**config.mk**
```make
export PLATFORM = sky130hd
export DESIGN_NAME = intctrl
export DESIGN_NICKNAME = d
export VERILOG_FILES = /design/src/pi1_pkg.sv /design/src/intctrl.sv
export SDC_FILE = /design/constraint.sdc
export NUM_CORES = 1
export LEC_CHECK = 0
export ABC_CLOCK_PERIOD_IN_PS = 2000
export BUFFER_PORTS_ARGS = -buffer_cell sky130_fd_sc_hd__buf_4
export CAP_MARGIN = 10
export CORE_MARGIN = 10
export CORE_UTILIZATION = 36
export DETAILED_ROUTE_END_ITERATION = 10
export GPL_TIMING_DRIVEN = 0
export PLACE_DENSITY = 0.74
export SYNTH_ARGS = -nofsm -noshare
export SYNTH_HDL_FRONTEND = slang
export SYNTH_SLANG_ARGS = --single-unit
export TNS_END_PERCENT = 50
```
**constraint.sdc**
```tcl
create_clock -name clk_w -period 2 [get_ports clk_w]
set_input_delay 0.2 -clock clk_w [delete_from_list [all_inputs] [get_ports clk_w]]
set_output_delay 0.2 -clock clk_w [all_outputs]
set_load 0.03 [all_outputs]
```
**src/pi1_pkg.sv**
```systemverilog
/* PI1 bus types, operation codes and the word-addressed memory map
   shared by the router and all slaves */
package pi1_pkg;

	localparam int PI1_DATA_W = 32;
	localparam int PI1_ADDR_W = 30; // word address
	localparam int PI1_SEL_W  = 4;

	typedef enum logic [1:0] {
		OP_NOP = 2'd0,
		OP_WR  = 2'd1,
		OP_RD  = 2'd2,
		OP_RW  = 2'd3 // returns the old word and writes the selected bytes
	} pi1_op_t;

	typedef struct packed {
		pi1_op_t               op;
		logic [PI1_ADDR_W-1:0] addr;
		logic [PI1_DATA_W-1:0] data;
		logic [PI1_SEL_W-1:0]  sel;
	} pi1_req_t;

	typedef struct packed {
		logic [PI1_DATA_W-1:0] data;
		logic                  rdy;
	} pi1_rsp_t;

	// ####################
	localparam int SLV_N     = 3;
	localparam int SLV_RAM   = 0;
	localparam int SLV_DEV   = 1;
	localparam int SLV_INT   = 2;
	localparam int RAM_WORDS = 1024;

	localparam logic [SLV_N-1:0][PI1_ADDR_W-1:0] SLV_BASE = {
		PI1_ADDR_W'(1088), PI1_ADDR_W'(1024), PI1_ADDR_W'(0)};
	localparam logic [SLV_N-1:0][PI1_ADDR_W-1:0] SLV_SIZE = {
		PI1_ADDR_W'(64), PI1_ADDR_W'(64), PI1_ADDR_W'(RAM_WORDS)};

	localparam int INT_SRC_N                  = 4;
	localparam logic [PI1_DATA_W-1:0] INT_NONE = '1;
	localparam int RST_CYCLES                 = 16;
	localparam int DEVTBL_RST_IDX             = 8; // reset command register

endpackage
```
**src/intctrl.sv**
```systemverilog
/* sources are level inputs and pend on a rising edge; word 0 reads the
   lowest enabled pending index and takes an acknowledge, word 1 is the mask */
`timescale 1ns/1ps

module intctrl (
	input  logic                              clk_w,
	input  logic                              rst_p,
	input  pi1_pkg::pi1_req_t                 req_i,
	output pi1_pkg::pi1_rsp_t                 rsp_o,
	input  logic [pi1_pkg::INT_SRC_N-1:0]     int_src_i,
	output logic                              irq_o,
	output logic [pi1_pkg::INT_SRC_N-1:0]     int_ack_o
);
	import pi1_pkg::*;

	localparam int IDX_W = $clog2(INT_SRC_N);

	logic [INT_SRC_N-1:0]  src_q;
	logic [INT_SRC_N-1:0]  pend_q;
	logic [INT_SRC_N-1:0]  en_q;
	logic [INT_SRC_N-1:0]  ack_q;
	logic [INT_SRC_N-1:0]  act;
	logic [INT_SRC_N-1:0]  clr;
	logic [IDX_W-1:0]      best;
	logic [PI1_ADDR_W-1:0] off;
	logic [PI1_DATA_W-1:0] rd_val;
	logic [PI1_DATA_W-1:0] rd_q;
	logic                  rdy_q;
	logic                  wr_en;

	assign off   = req_i.addr - SLV_BASE[SLV_INT];
	assign act   = pend_q & en_q;
	assign wr_en = rdy_q && req_i.sel[0] && ((req_i.op == OP_WR) || (req_i.op == OP_RW));

	always_comb begin
		best = '0;
		for (int i = INT_SRC_N - 1; i >= 0; i--) begin
			if (act[i])
				best = IDX_W'(i); // lowest index wins
		end
	end

	always_comb begin
		clr = '0;
		if (wr_en && (off == '0) && (req_i.data < PI1_DATA_W'(INT_SRC_N)))
			clr[req_i.data[IDX_W-1:0]] = 1'b1;
	end

	always_comb begin
		case (off)
			PI1_ADDR_W'(0): rd_val = (act != '0) ? PI1_DATA_W'(best) : INT_NONE;
			PI1_ADDR_W'(1): rd_val = PI1_DATA_W'(en_q);
			default:        rd_val = '0;
		endcase
	end

	// ####################
	always_ff @(posedge clk_w) begin
		src_q <= int_src_i;
		if (rst_p) begin
			rdy_q  <= 1'b0;
			pend_q <= '0;
			en_q   <= '0;
			ack_q  <= '0;
		end else begin
			rdy_q  <= (req_i.op != OP_NOP) && !rdy_q;
			pend_q <= (pend_q & ~clr) | (int_src_i & ~src_q); // a new edge outranks a clear
			ack_q  <= clr;
			if (wr_en && (off == PI1_ADDR_W'(1)))
				en_q <= req_i.data[INT_SRC_N-1:0];
		end
	end

	always_ff @(posedge clk_w) begin
		if (!rdy_q)
			rd_q <= rd_val;
	end

	assign rsp_o.data = rd_q;
	assign rsp_o.rdy  = rdy_q;
	assign irq_o      = |act;
	assign int_ack_o  = ack_q;

endmodule

```
Word level (Yosys, flattened, before mapping)
Cells that the tools add are included.
Operators by class
  equal/unequal tests: 3
  reduce and logical (&&, ||, !) cells: 13
  muxes and demuxes: 9
  add/subtract/negate cells: 1
  bitwise gates (word level): 6
  magnitude comparators: 3
Operators with widths (count)
  $pmux W32 S2: 1
  $lt A32 B3 Y1 const B: 1
  $mux W32: 1
  $eq A30 B1 Y1 const B: 1
  $logic_not A30 Y1: 1
  $sub A30 B11 Y30 const B: 1
  $and A4 B4 Y4: 3
  $mux W2: 4
  $not A4 Y4: 2
  $logic_and A1 B1 Y1: 7
  $mux W4: 1
  $or A4 B4 Y4: 1
  $reduce_bool A4 Y1: 1
  $reduce_or A4 Y1: 1
  $lt A2 B3 Y1 const B: 1
  $demux W1 S2: 1
  $eq A2 B1 Y1 const B: 1
  $eq A2 B2 Y1 const B: 1
  $ge A2 B1 Y1 const B: 1
  $reduce_bool A2 Y1: 1
  $logic_not A1 Y1: 1
  $logic_or A1 B1 Y1: 1
  $mux W1: 1
Storage, ports and cells
  logic and storage cells: 41
  output and inout port bits: 38
  bits of input ports: 74
  bits in registers: 49

Depth between registers and ports, before layout
Gate-level depths: netlist (run 1).
  depth after elaboration: 9
  depth in mapped cells: 6
  gate-level depth less buffers: 5

Least setup slack after synthesis (run 1)
OpenSTA, ideal clock, no wires.
  path kind: input to register
  from: input port req_i[43] (netlist name)
  to: register en_q[0]
  library setup time: 0.072 ns
  path slack: -0.036 ns
  required time: 1.928 ns
  arrival: 1.965 ns
  path buffers: 0
  stages: 5
  cell sequence: o41ai_4 > xor2_1 > or4_1 > a2111oi_4 > mux2i_1
On the way
  cells in the longest elaborated chain, start to end: 3
RTL lines
  from (decl): line intctrl.sv:8  | input pi1_pkg::pi1_req_t req_i,
  $sub A30 B11 Y30: line intctrl.sv:31  | assign off = req_i.addr - SLV_BASE[SLV_INT];
  $eq A30 B1 Y1: line intctrl.sv:69  | if (wr_en && (off == PI1_ADDR_W'(1)))
  $logic_and A1 B1 Y1: line intctrl.sv:69
  to (signal assigned): line intctrl.sv:70  | en_q <= req_i.data[INT_SRC_N-1:0];
  to (decl): line intctrl.sv:20  | logic [INT_SRC_N-1:0] en_q;
Every way passes these cells.
A chain may end at the register's enable or synchronous reset.

Worst setup path after layout (run 1)
  from: input port req_i[45] (netlist name)
  to: register rd_q[2], data pin
On the way
  cells in the longest elaborated chain, start to end: 3
  elaborated cells on any way between the ends: 4
  classes of those cells: add/sub: 1; eq/ne: 1; mux: 1; reduce/logical: 1
RTL lines
  $sub A30 B11 Y30 (*): line intctrl.sv:31
  $eq A30 B1 Y1 or $logic_not A30 Y1 (tied branches): line intctrl.sv:50  | case (off)
  $pmux W32 S2 (*): line intctrl.sv:50
  via rd_val[2]: line intctrl.sv:26  | logic [PI1_DATA_W-1:0] rd_val;
  to (signal assigned): line intctrl.sv:76  | rd_q <= rd_val;
  to (decl): line intctrl.sv:27  | logic [PI1_DATA_W-1:0] rd_q;
The timed path passes the listed nets; every way through them passes the cells marked *.

==> results.sh, run 1 <==
export IMPL_h_tree_depth=1
export IMPL_rows=22
export IMPL_synth_enable_flop_cells=5
export IMPL_synth_top_area_share_pct=23.80
export IMPL_reg2reg_slack_ns=0.45
export IMPL_clock_latency_ns=0.26
export IMPL_worst_pin_slew_ns=0.7610
export IMPL_p_leak_nw=1.078
export IMPL_skew_ns=0.003631
export IMPL_routedWlPerCell_um=14.33
export IMPL_antenna_found_initial=0
export IMPL_r2r_end="rd_q[2]"
export IMPL_drive_gt1_share_pct=56.72
export IMPL_hold_viol=0
export IMPL_port_buffer_count=107
export IMPL_hold_depth=1
export IMPL_final_setup_viol_count=0
export IMPL_place_gp_congestion=0.8077
export IMPL_critPathMaxFanout=9
export IMPL_drtIter0Drc=30
export IMPL_viasPerCell=4.832
export IMPL_worstPathArrival_ns=2.01
export IMPL_synth_ff_type="dfxtp_1"
export IMPL_drt_total_wl_mm=4.527
export IMPL_core_um2=3744
export IMPL_cts_tree="yes"
export IMPL_use_met3_pct=5.566
export IMPL_use_met2_pct=19.48
export IMPL_synth_area_leaders="dfxtp_1 24%, buf_4 15%, edfxtp_1 10%"
export IMPL_finalCriticalPeriod_ns=1.916
export IMPL_start_util_pct=38.20
export IMPL_synth_cells=156
export IMPL_clock_sinks=22
export IMPL_yosys_warnings=0
export IMPL_die_w_um=83.03
export IMPL_root_buffer="clkbuf_8"
export IMPL_synth_fp_nets=230
export IMPL_critPathKind="in2reg"
export IMPL_worstHoldEndpoint="src_q[2]"
export IMPL_hpwl_mm=4.022
export IMPL_die_h_um=83.03
export IMPL_ant_nets=0
export IMPL_grt_max_degree=29
export IMPL_synth_cell_types=33
export IMPL_area_delta_synth_final_pct=67.19
export IMPL_slew_headroom_pct=49.27
export IMPL_drv_cap=0
export IMPL_grt_total_usage_pct=12.30
export IMPL_via_count=1527
export IMPL_clockBufferDepth=2
export IMPL_ys_seq_elements=22
export IMPL_grt_remaining_overflow=0
export IMPL_netlist_top_cells_count="28 x buf_4, 19 x nor4_1, 17 x dfxtp_1"
export IMPL_syn_area_per_cell_um2=9.167
export IMPL_hp_class="in2reg"
export IMPL_endpoint_kind="flip-flop"
export IMPL_ys_seq_area_share_pct=34.30
export IMPL_power_density_nw_per_um2=494.4
export IMPL_die_area_um2=6894
export IMPL_place_area_um2=2293
export IMPL_vdd_drop_max_mv=0.2977
export IMPL_nets=343
export IMPL_fmax_mhz=522.0
export IMPL_grt_pass1_vias=1551
export IMPL_drt_pass1_iter_count=4
export IMPL_grt_pass1_wl_mm=7.279
export IMPL_busiest_layer="met2"
export IMPL_crit_path_start_kind="input pin"
export IMPL_reg2reg_from="pend_q[1]"
export IMPL_critPathRequiredTime_ns=2.10
export IMPL_io_pins=112
export IMPL_rsz0062_at_grt="yes"
export IMPL_diodes=0
export IMPL_hold_start="int_src_i[2]"
export IMPL_outcome="finished clean"
export IMPL_synth_top_area_cell="dfxtp_1"
export IMPL_slew_violations=0
export IMPL_numCtsBuffers=3
export IMPL_finalCritPeriodShare_pct=95.79
export IMPL_clk_pin_slew_ns=0.08
export IMPL_synthArstFlopShare_pct=0
export IMPL_final_util_pct=63.87
export IMPL_fin_area_um2=2391
export IMPL_drc=0
export IMPL_r2r_cells=4
export IMPL_grt_use_met1_pct=14.29
export IMPL_yosysMostFrequentCell="buf_4"
export IMPL_syn_cell_area_um2=1430
what timing repair did:
| item | CTS | global route |
|---|---|---|
| setup buffers | 0 | 2 |
| gates resized for setup | 4 | 4 |
| setup endpoints to repair | 14 | 8 |
| pin swaps | 0 | 3 |
| hold buffers | 0 | 0 |
per-stage QoR:
| stage | power, mW | hold WS, ns | TNS, ns | setup WS [ns] | std cells |
|---|---|---|---|---|---|
| floorplan | 0.6787 | 0.2277 | -0.02113 | -0.01057 | 156 |
| global placement | 0.8723 | 0.3152 | -4.825 | -0.3573 | 311 |
| detailed placement | 0.8778 | 0.3172 | -5.119 | -0.3787 | 311 |
| CTS | 1.188 | 0.04439 | 0 | 0.02195 | 314 |
| global route | 1.240 | 0.03940 | -0.01562 | -0.008737 | 316 |
| finish | 1.182 | 0.04403 | 0 | 0.08428 | 316 |
state kept, by name, indices dropped and copies added (netlist names):
name       cells
rd_q           5
int_ack_o      4
src_q          4
pend_q         4
rdy_q          1
en_q           4
logic make-up after synthesis:
group / after synthesis / synth area share (%)
mux: 5 / 3.500
simple gates: 76 / 32.81
xor+xnor: 3 / 1.838
compound gates: 16 / 11.29
buf+inv: 34 / 16.27
flops: 22 / 34.30
cell type report:
cell class / count / area (um2)
fillers: 348 / 1353
repair buffers: 109 / 829.5
multi-input cells: 100 / 726.9
flip-flops and latches: 22 / 490.5
plain buffers: 30 / 217.7
well taps: 48 / 60.06
clock buffers: 4 / 55.05
inverters: 3 / 11.26
cell usage in the layout (no fill, tap or decap), drive strengths merged, types with 2 or more instances in the layout:
| cell type | Yosys | final |
|---|---|---|
| buf | 28 | 137 |
| nor4 | 20 | 20 |
| dfxtp | 17 | 17 |
| nand2b | 12 | 12 |
| nand2 | 8 | 8 |
| nor3 | 7 | 7 |
| nor2 | 6 | 6 |
| or4 | 6 | 6 |
| clkbuf | 3 | 6 |
| mux2i | 5 | 5 |
| edfxtp | 5 | 5 |
| nor2b | 4 | 4 |
| a311oi | 4 | 4 |
| nand3 | 4 | 4 |
| a211oi | 4 | 4 |
| xor2 | 3 | 3 |
| inv | 3 | 3 |
| and4 | 2 | 2 |
| a21oi | 2 | 2 |
| nor4b | 2 | 2 |
power breakdown:
group / switching [mW] / internal [mW] / total, mW
Sequential: 0.0157 / 0.471 / 0.487
Combinational: 0.176 / 0.205 / 0.380
Clock: 0.140 / 0.176 / 0.315
worst max-delay path by stage:
stage              start         to  slack [ns]  depth (start not counted)
2_1_floorplan  req_i[43]    rd_q[2]       -0.01                          6
3_3_place_gp   req_i[43]    rd_q[2]       -0.36                          7
3_5_place_dp   req_i[43]  pend_q[1]       -0.38                          6
4_1_cts        req_i[43]    en_q[1]        0.02                          6
5_1_grt        req_i[45]    en_q[0]      -0.009                          7
6_report       req_i[45]    rd_q[2]        0.08                          6
critical path, cell delays in order:
cell and delay [ns]:
buf_8 0.10, o41ai_4 0.42, nand4b_1 0.17, mux2i_1 0.24, or4_4 0.65, a211oi_2 0.24
per-layer routing:
| layer | routed length (um) | share of wire, % | vias to the layer above |
|---|---|---|---|
| met4 | 60 | 1.3 | 0 |
| met5 | 0 | 0 | - |
| met2 | 2012 | 44 | 81 |
| met3 | 495 | 11 | 4 |
| met1 | 1958 | 43 | 659 |
| li1 | - | - | 783 |
(Power assumes the default switching activity.)
==> inputs of run 2 (changes only) <==
--- a/config.mk
+++ b/config.mk
@@ -9,10 +9,11 @@
 export BUFFER_PORTS_ARGS = -buffer_cell sky130_fd_sc_hd__buf_4
 export CAP_MARGIN = 10
 export CORE_MARGIN = 10
-export CORE_UTILIZATION = 36
+export CORE_UTILIZATION = 37
+export CTS_BUF_LIST = sky130_fd_sc_hd__clkbuf_4 sky130_fd_sc_hd__clkbuf_8
 export DETAILED_ROUTE_END_ITERATION = 10
 export GPL_TIMING_DRIVEN = 0
-export PLACE_DENSITY = 0.74
+export PLACE_DENSITY = 0.76
 export SYNTH_ARGS = -nofsm -noshare
 export SYNTH_HDL_FRONTEND = slang
 export SYNTH_SLANG_ARGS = --single-unit
==> results.sh, run 2 (synthesized netlist as in run 1, its figures left out) <==
export IMPL_grt_pass1_vias=1588
export IMPL_crit_start="req_i[45]"
export IMPL_port_buffer_count=107
export IMPL_path_buf_inv=3
export IMPL_clock_sinks=22
export IMPL_grt_pass1_wl_mm=7.086
export IMPL_critPathKind="in2reg"
export IMPL_layout_cells_non_filler=317
export IMPL_drt_total_wl_mm=4.707
export IMPL_clock_latency_ns=0.26
export IMPL_fin_area_um2=2414
export IMPL_rows=22
export IMPL_hp_class="in2reg"
export IMPL_clk_pin_slew_ns=0.07
export IMPL_top_register="rd_q"
export IMPL_slowest_stage="or4b_4"
export IMPL_violations="setup timing"
export IMPL_nets=344
export IMPL_top_layer_used="met4"
export IMPL_h_tree_depth=1
export IMPL_drv_cap=0
export IMPL_r2r_end="int_ack_o[3]"
export IMPL_core_um2=3689
export IMPL_seq_area_um2=490.5
export IMPL_whs_ns=0.04976
export IMPL_die_w_um=82.17
export IMPL_numCtsBuffers=3
export IMPL_drc=0
export IMPL_wl_met3_um=643
export IMPL_area_delta_synth_final_pct=68.77
export IMPL_dpl_cell_count=311
export IMPL_multi_input_area_um2=748.2
export IMPL_pre_cts_ws_ns=-0.4762
export IMPL_power_density_nw_per_um2=481.7
export IMPL_grt_total_usage_pct=13.02
export IMPL_drt_pass1_iter_count=4
export IMPL_worst_pin_slew_ns=0.7736
export IMPL_finalPower_mw=1.163
export IMPL_via_count=1555
export IMPL_die_area_um2=6752
export IMPL_mostFrequentLayoutCells="136 x buf_4, 18 x nor4_1, 17 x dfxtp_1, 12 x nand2b_1, 8 x nand2_1"
export IMPL_drtIter0Drc=40
export IMPL_drive_gt1_share_pct=57.62
export IMPL_diodes=0
export IMPL_p_leak_nw=1.073
export IMPL_crit_top_cell="buf_4"
export IMPL_grt_remaining_overflow=0
export IMPL_clockBufferDepth=2
export IMPL_viasPerCell=4.905
export IMPL_worstPathArrival_ns=2.26
export IMPL_endpoint_kind="flip-flop"
export IMPL_crit_end="en_q[3]"
export IMPL_fmax_mhz=482.4
export IMPL_ant_nets=0
export IMPL_final_setup_viol_count=13
export IMPL_skew_ns=0.0007400
export IMPL_crit_chain="buf_8 -> o41ai_4 -> buf_4 -> nand3_4 -> or4b_4 -> a2111oi_4 -> buf_4 -> mux2i_1"
export IMPL_fill_cells=322
export IMPL_die_h_um=82.17
export IMPL_routedWlPerCell_um=14.85
export IMPL_final_util_pct=65.43
export IMPL_grt_max_degree=29
export IMPL_hpwl_mm=4.151
export IMPL_wl_met2_mm=2.248
export IMPL_fin_setup_tns_ns=-0.6767
export IMPL_place_area_um2=2293
export IMPL_place_gp_congestion=0.8117
export IMPL_crit_path_start_kind="input pin"
export IMPL_largest_reg_flops=5
export IMPL_cp_top_family="compound AO/OA/AOI/OAI gates"
export IMPL_antenna_found_initial=0
export IMPL_layout_commonest_cell="buf_4"
export IMPL_critPathRequiredTime_ns=2.19
export IMPL_finalCriticalPeriod_ns=2.073
export IMPL_drt_met1_wl_mm=1.807
export IMPL_start_util_pct=38.77
export IMPL_reg2reg_from="rdy_q"
export IMPL_slowest_delay_ns=0.53
export IMPL_rsz0062_at_grt="yes"
export IMPL_vdd_drop_max_mv=0.4193
export IMPL_r2r_cells=4
export IMPL_fin_ws_ns=-0.07292
export IMPL_finalCritPeriodShare_pct=103.6
export IMPL_root_buffer="clkbuf_8"
export IMPL_io_pins=112
export IMPL_slew_headroom_pct=48.42
export IMPL_cts_tree="yes"
export IMPL_reg2reg_slack_ns=0.42
export IMPL_critPathMaxFanout=4
export IMPL_worst_path_stages=8
export IMPL_slew_violations=0
export IMPL_hold_viol=0
export IMPL_outcome="finished with violations"
[run 2: cell count changes in the layout (fill, tap and decap cells not counted), sizes merged]
cell | previous run | this run
buf | 137 | 138
[run 2: area by class of cell]
cell class	count	share of cell area, %
Sequential cell	22	20.32
Buffer	30	9.020
Inverter	3	0.4666
Timing Repair Buffer	110	34.68
Tap cell	48	2.488
Clock buffer	4	2.022
Multi-Input combinational cell	100	31.00
[run 2: worst min-delay path by stage]
| stage | startpoint | endpoint | cells after the start |
|---|---|---|---|
| 3_3_place_gp | int_src_i[3] | src_q[3] | 1 |
| 2_1_floorplan | int_src_i[0] | src_q[0] | 0 |
| 5_1_grt | int_src_i[2] | src_q[2] | 1 |
| 6_report | int_src_i[3] | src_q[3] | 1 |
| 3_5_place_dp | int_src_i[2] | src_q[2] | 1 |
| 4_1_cts | int_src_i[2] | src_q[2] | 1 |
[run 2: timing repair]
item | in CTS | in global routing
gates resized for setup | 6 | 5
hold buffers | 0 | 0
setup endpoints to repair | 17 | 13
pin swaps | 1 | 3
setup buffers | 1 | 2
[run 2: worst reg2reg max path: cells and delay by family, from the launching register on]
kind | cells | cell delay, ns
and+or+nand+nor | 4 | 1.10
DFF | 1 | 0.39
[run 2: where the power goes]
part           internal, mW  leakage, nW  switching, mW
Clock                 0.155       0.0262          0.132
Sequential            0.471        0.195         0.0160
Combinational         0.208        0.852          0.181
[run 2: metal layers]
metal / up-vias / GRT usage [%]
li1: 790 / -
met1: 688 / 13.47
met2: 75 / 23.90
met3: 2 / 6.695
met4: 0 / 1.020
met5: - / 0
==> inputs of run 3 (changes only) <==
--- a/config.mk
+++ b/config.mk
@@ -6,14 +6,14 @@
 export NUM_CORES = 1
 export LEC_CHECK = 0
 export ABC_CLOCK_PERIOD_IN_PS = 2000
-export BUFFER_PORTS_ARGS = -buffer_cell sky130_fd_sc_hd__buf_4
 export CAP_MARGIN = 10
 export CORE_MARGIN = 10
-export CORE_UTILIZATION = 37
+export CORE_UTILIZATION = 52
 export CTS_BUF_LIST = sky130_fd_sc_hd__clkbuf_4 sky130_fd_sc_hd__clkbuf_8
 export DETAILED_ROUTE_END_ITERATION = 10
+export DONT_BUFFER_PORTS = 1
 export GPL_TIMING_DRIVEN = 0
-export PLACE_DENSITY = 0.76
+export PLACE_DENSITY = 0.67
 export SYNTH_ARGS = -nofsm -noshare
 export SYNTH_HDL_FRONTEND = slang
 export SYNTH_SLANG_ARGS = --single-unit
==> results.sh, run 3 (synthesized netlist as in run 1, its figures left out) <==
export IMPL_outcome="finished clean"
export IMPL_nets=238
export IMPL_dpl_cell_count=186
export IMPL_largest_reg_flops=5
export IMPL_reg2reg_slack_ns=0.27
export IMPL_area_delta_synth_final_pct=7.612
export IMPL_grt_pass1_wl_mm=5.775
export IMPL_fin_setup_tns_ns=0
export IMPL_layout_commonest_cell="buf_4"
export IMPL_grt_max_degree=29
export IMPL_drv_cap=0
export IMPL_vdd_drop_max_mv=0.5584
export IMPL_core_um2=2545
export IMPL_rows=18
export IMPL_die_h_um=72.44
export IMPL_diodes=0
export IMPL_clock_sinks=22
export IMPL_viasPerCell=6.083
export IMPL_layout_cells_non_filler=193
export IMPL_numCtsBuffers=3
export IMPL_sw_frac_of_total_pct=31.02
export IMPL_place_gp_congestion=0.7827
export IMPL_reg2reg_from="en_q[0]"
export IMPL_place_area_um2=1468
export IMPL_pwr_share_clk_pct=22.8
export IMPL_finalCriticalPeriod_ns=1.867
export IMPL_critPathMaxFanout=4
export IMPL_mostFrequentLayoutCells="28 x buf_4, 19 x nor4_1, 17 x dfxtp_1, 12 x nand2b_1, 8 x nand2_1"
export IMPL_io_pins=112
export IMPL_critPathKind="in2reg"
export IMPL_grt_pass1_vias=1186
export IMPL_power_share_sequential_pct=55.7
export IMPL_grt_remaining_overflow=0
export IMPL_clockBufferDepth=2
export IMPL_power_density_nw_per_um2=584.3
export IMPL_crit_end="en_q[1]"
export IMPL_power_internal_mw=0.6203
export IMPL_combPwrFrac_pct=21.5
export IMPL_final_setup_viol_count=0
export IMPL_root_buffer="clkbuf_4"
export IMPL_ant_nets=0
export IMPL_worstPathArrival_ns=2.12
export IMPL_fill_cells=229
export IMPL_grt_total_usage_pct=13.14
export IMPL_hold_viol=0
export IMPL_cts_tree="yes"
export IMPL_drc=0
export IMPL_slowest_delay_ns=0.61
export IMPL_p_leak_nw=0.5350
export IMPL_slew_violations=0
export IMPL_r2r_end="rd_q[2]"
export IMPL_hpwl_mm=3.354
export IMPL_slew_headroom_pct=34.73
export IMPL_drtIter0Drc=23
export IMPL_clock_latency_ns=0.31
export IMPL_via_count=1174
export IMPL_clk_pin_slew_ns=0.12
export IMPL_h_tree_depth=1
export IMPL_skew_ns=0.008887
export IMPL_hp_class="in2reg"
export IMPL_slowest_stage="or4_1"
export IMPL_start_util_pct=56.19
export IMPL_drive_gt1_share_pct=23.93
export IMPL_fin_area_um2=1539
export IMPL_antenna_found_initial=0
export IMPL_critPathRequiredTime_ns=2.25
export IMPL_cts_setup_buffers=0
export IMPL_drt_pass1_iter_count=4
export IMPL_rsz0062_at_grt="no"
export IMPL_worst_pin_slew_ns=0.9791
export IMPL_finalCritPeriodShare_pct=93.36
export IMPL_endpoint_kind="flip-flop"
export IMPL_crit_start="req_i[43]"
export IMPL_crit_path_start_kind="input pin"
export IMPL_port_buffer_count=0
export IMPL_fmax_mhz=535.6
export IMPL_die_w_um=72.44
export IMPL_netSwitchingPower_mw=0.2789
export IMPL_drt_total_wl_mm=3.917
export IMPL_routedWlPerCell_um=20.30
export IMPL_crit_chain="o41ai_4 -> xor2_1 -> or4_1 -> a2111oi_4 -> mux2i_1"
export IMPL_r2r_cells=4
export IMPL_top_register="rd_q"
export IMPL_die_area_um2=5248
[run 3: repair_timing]
item | in CTS | in global routing
endpoints found under the setup margin | 0 | 5
hold buffers | 4 | 0
endpoints found under the hold margin | 4 | 0
gates resized for setup | 0 | 2
[run 3: per-layer routing]
metal  up-vias  routed length, um  global-route usage (%)
met5         -                  0                       0
met4         0                 48                   4.852
met3         6                556                   7.075
met2        71               2035                   23.32
met1       517               1276                   12.53
li1        580                  -                       -
[run 3: worst max-delay path: cells and delay by family]
family | cells | cell delay, ns
multiplexers | 1 | 0.25
AND/OR/NAND/NOR | 1 | 0.61
AO/OA/AOI/OAI | 2 | 0.91
XOR/XNOR | 1 | 0.15
[run 3: layout make-up]
class | instances | area, um2 | area share (%)
multi-input combinational | 100 | 715.7 | 46.50
sequential | 22 | 490.5 | 31.87
buffer | 30 | 217.7 | 14.15
timing repair buffer | 4 | 40.04 | 2.602
tap | 30 | 37.54 | 2.439
clock buffer | 3 | 22.52 | 1.463
inverter | 3 | 11.26 | 0.7317
clock inverter | 1 | 3.754 | 0.2439
[run 3: stage by stage]
stage                     worst slack, ns  hold WS [ns]  total power [mW]  util [%]
after global routing              0.03561       0.03096            0.9369     60.47
after floorplan                  -0.01057        0.2277            0.6787         -
after global placement            -0.2277        0.2278            0.6975     57.67
after detailed placement          -0.2797        0.2278            0.7004     57.67
after CTS                         0.04450       0.02151            0.9055     60.28
final                              0.1328       0.02245            0.8992     60.47
[run 3: power groups by stage]
stage	registers, mW	clock network, mW	logic [mW]
2_1_floorplan	0.507	0	0.172
3_3_place_gp	0.511	0	0.187
3_5_place_dp	0.512	0	0.189
4_1_cts	0.502	0.209	0.195
5_1_grt	0.505	0.226	0.206
6_report	0.501	0.205	0.193
[run 3: how the worst min path moves through the flow]
| stage | depth (start not counted) | startpoint | slack (ns) | to |
|---|---|---|---|---|
| floorplan | 0 | int_src_i[0] | 0.23 | src_q[0] |
| global placement | 0 | int_src_i[1] | 0.23 | src_q[1] |
| detailed placement | 0 | int_src_i[2] | 0.23 | src_q[2] |
| CTS | 2 | req_i[4] | 0.02 | en_q[0] |
| global route | 2 | req_i[4] | 0.03 | en_q[0] |
| finish | 2 | req_i[4] | 0.02 | en_q[0] |
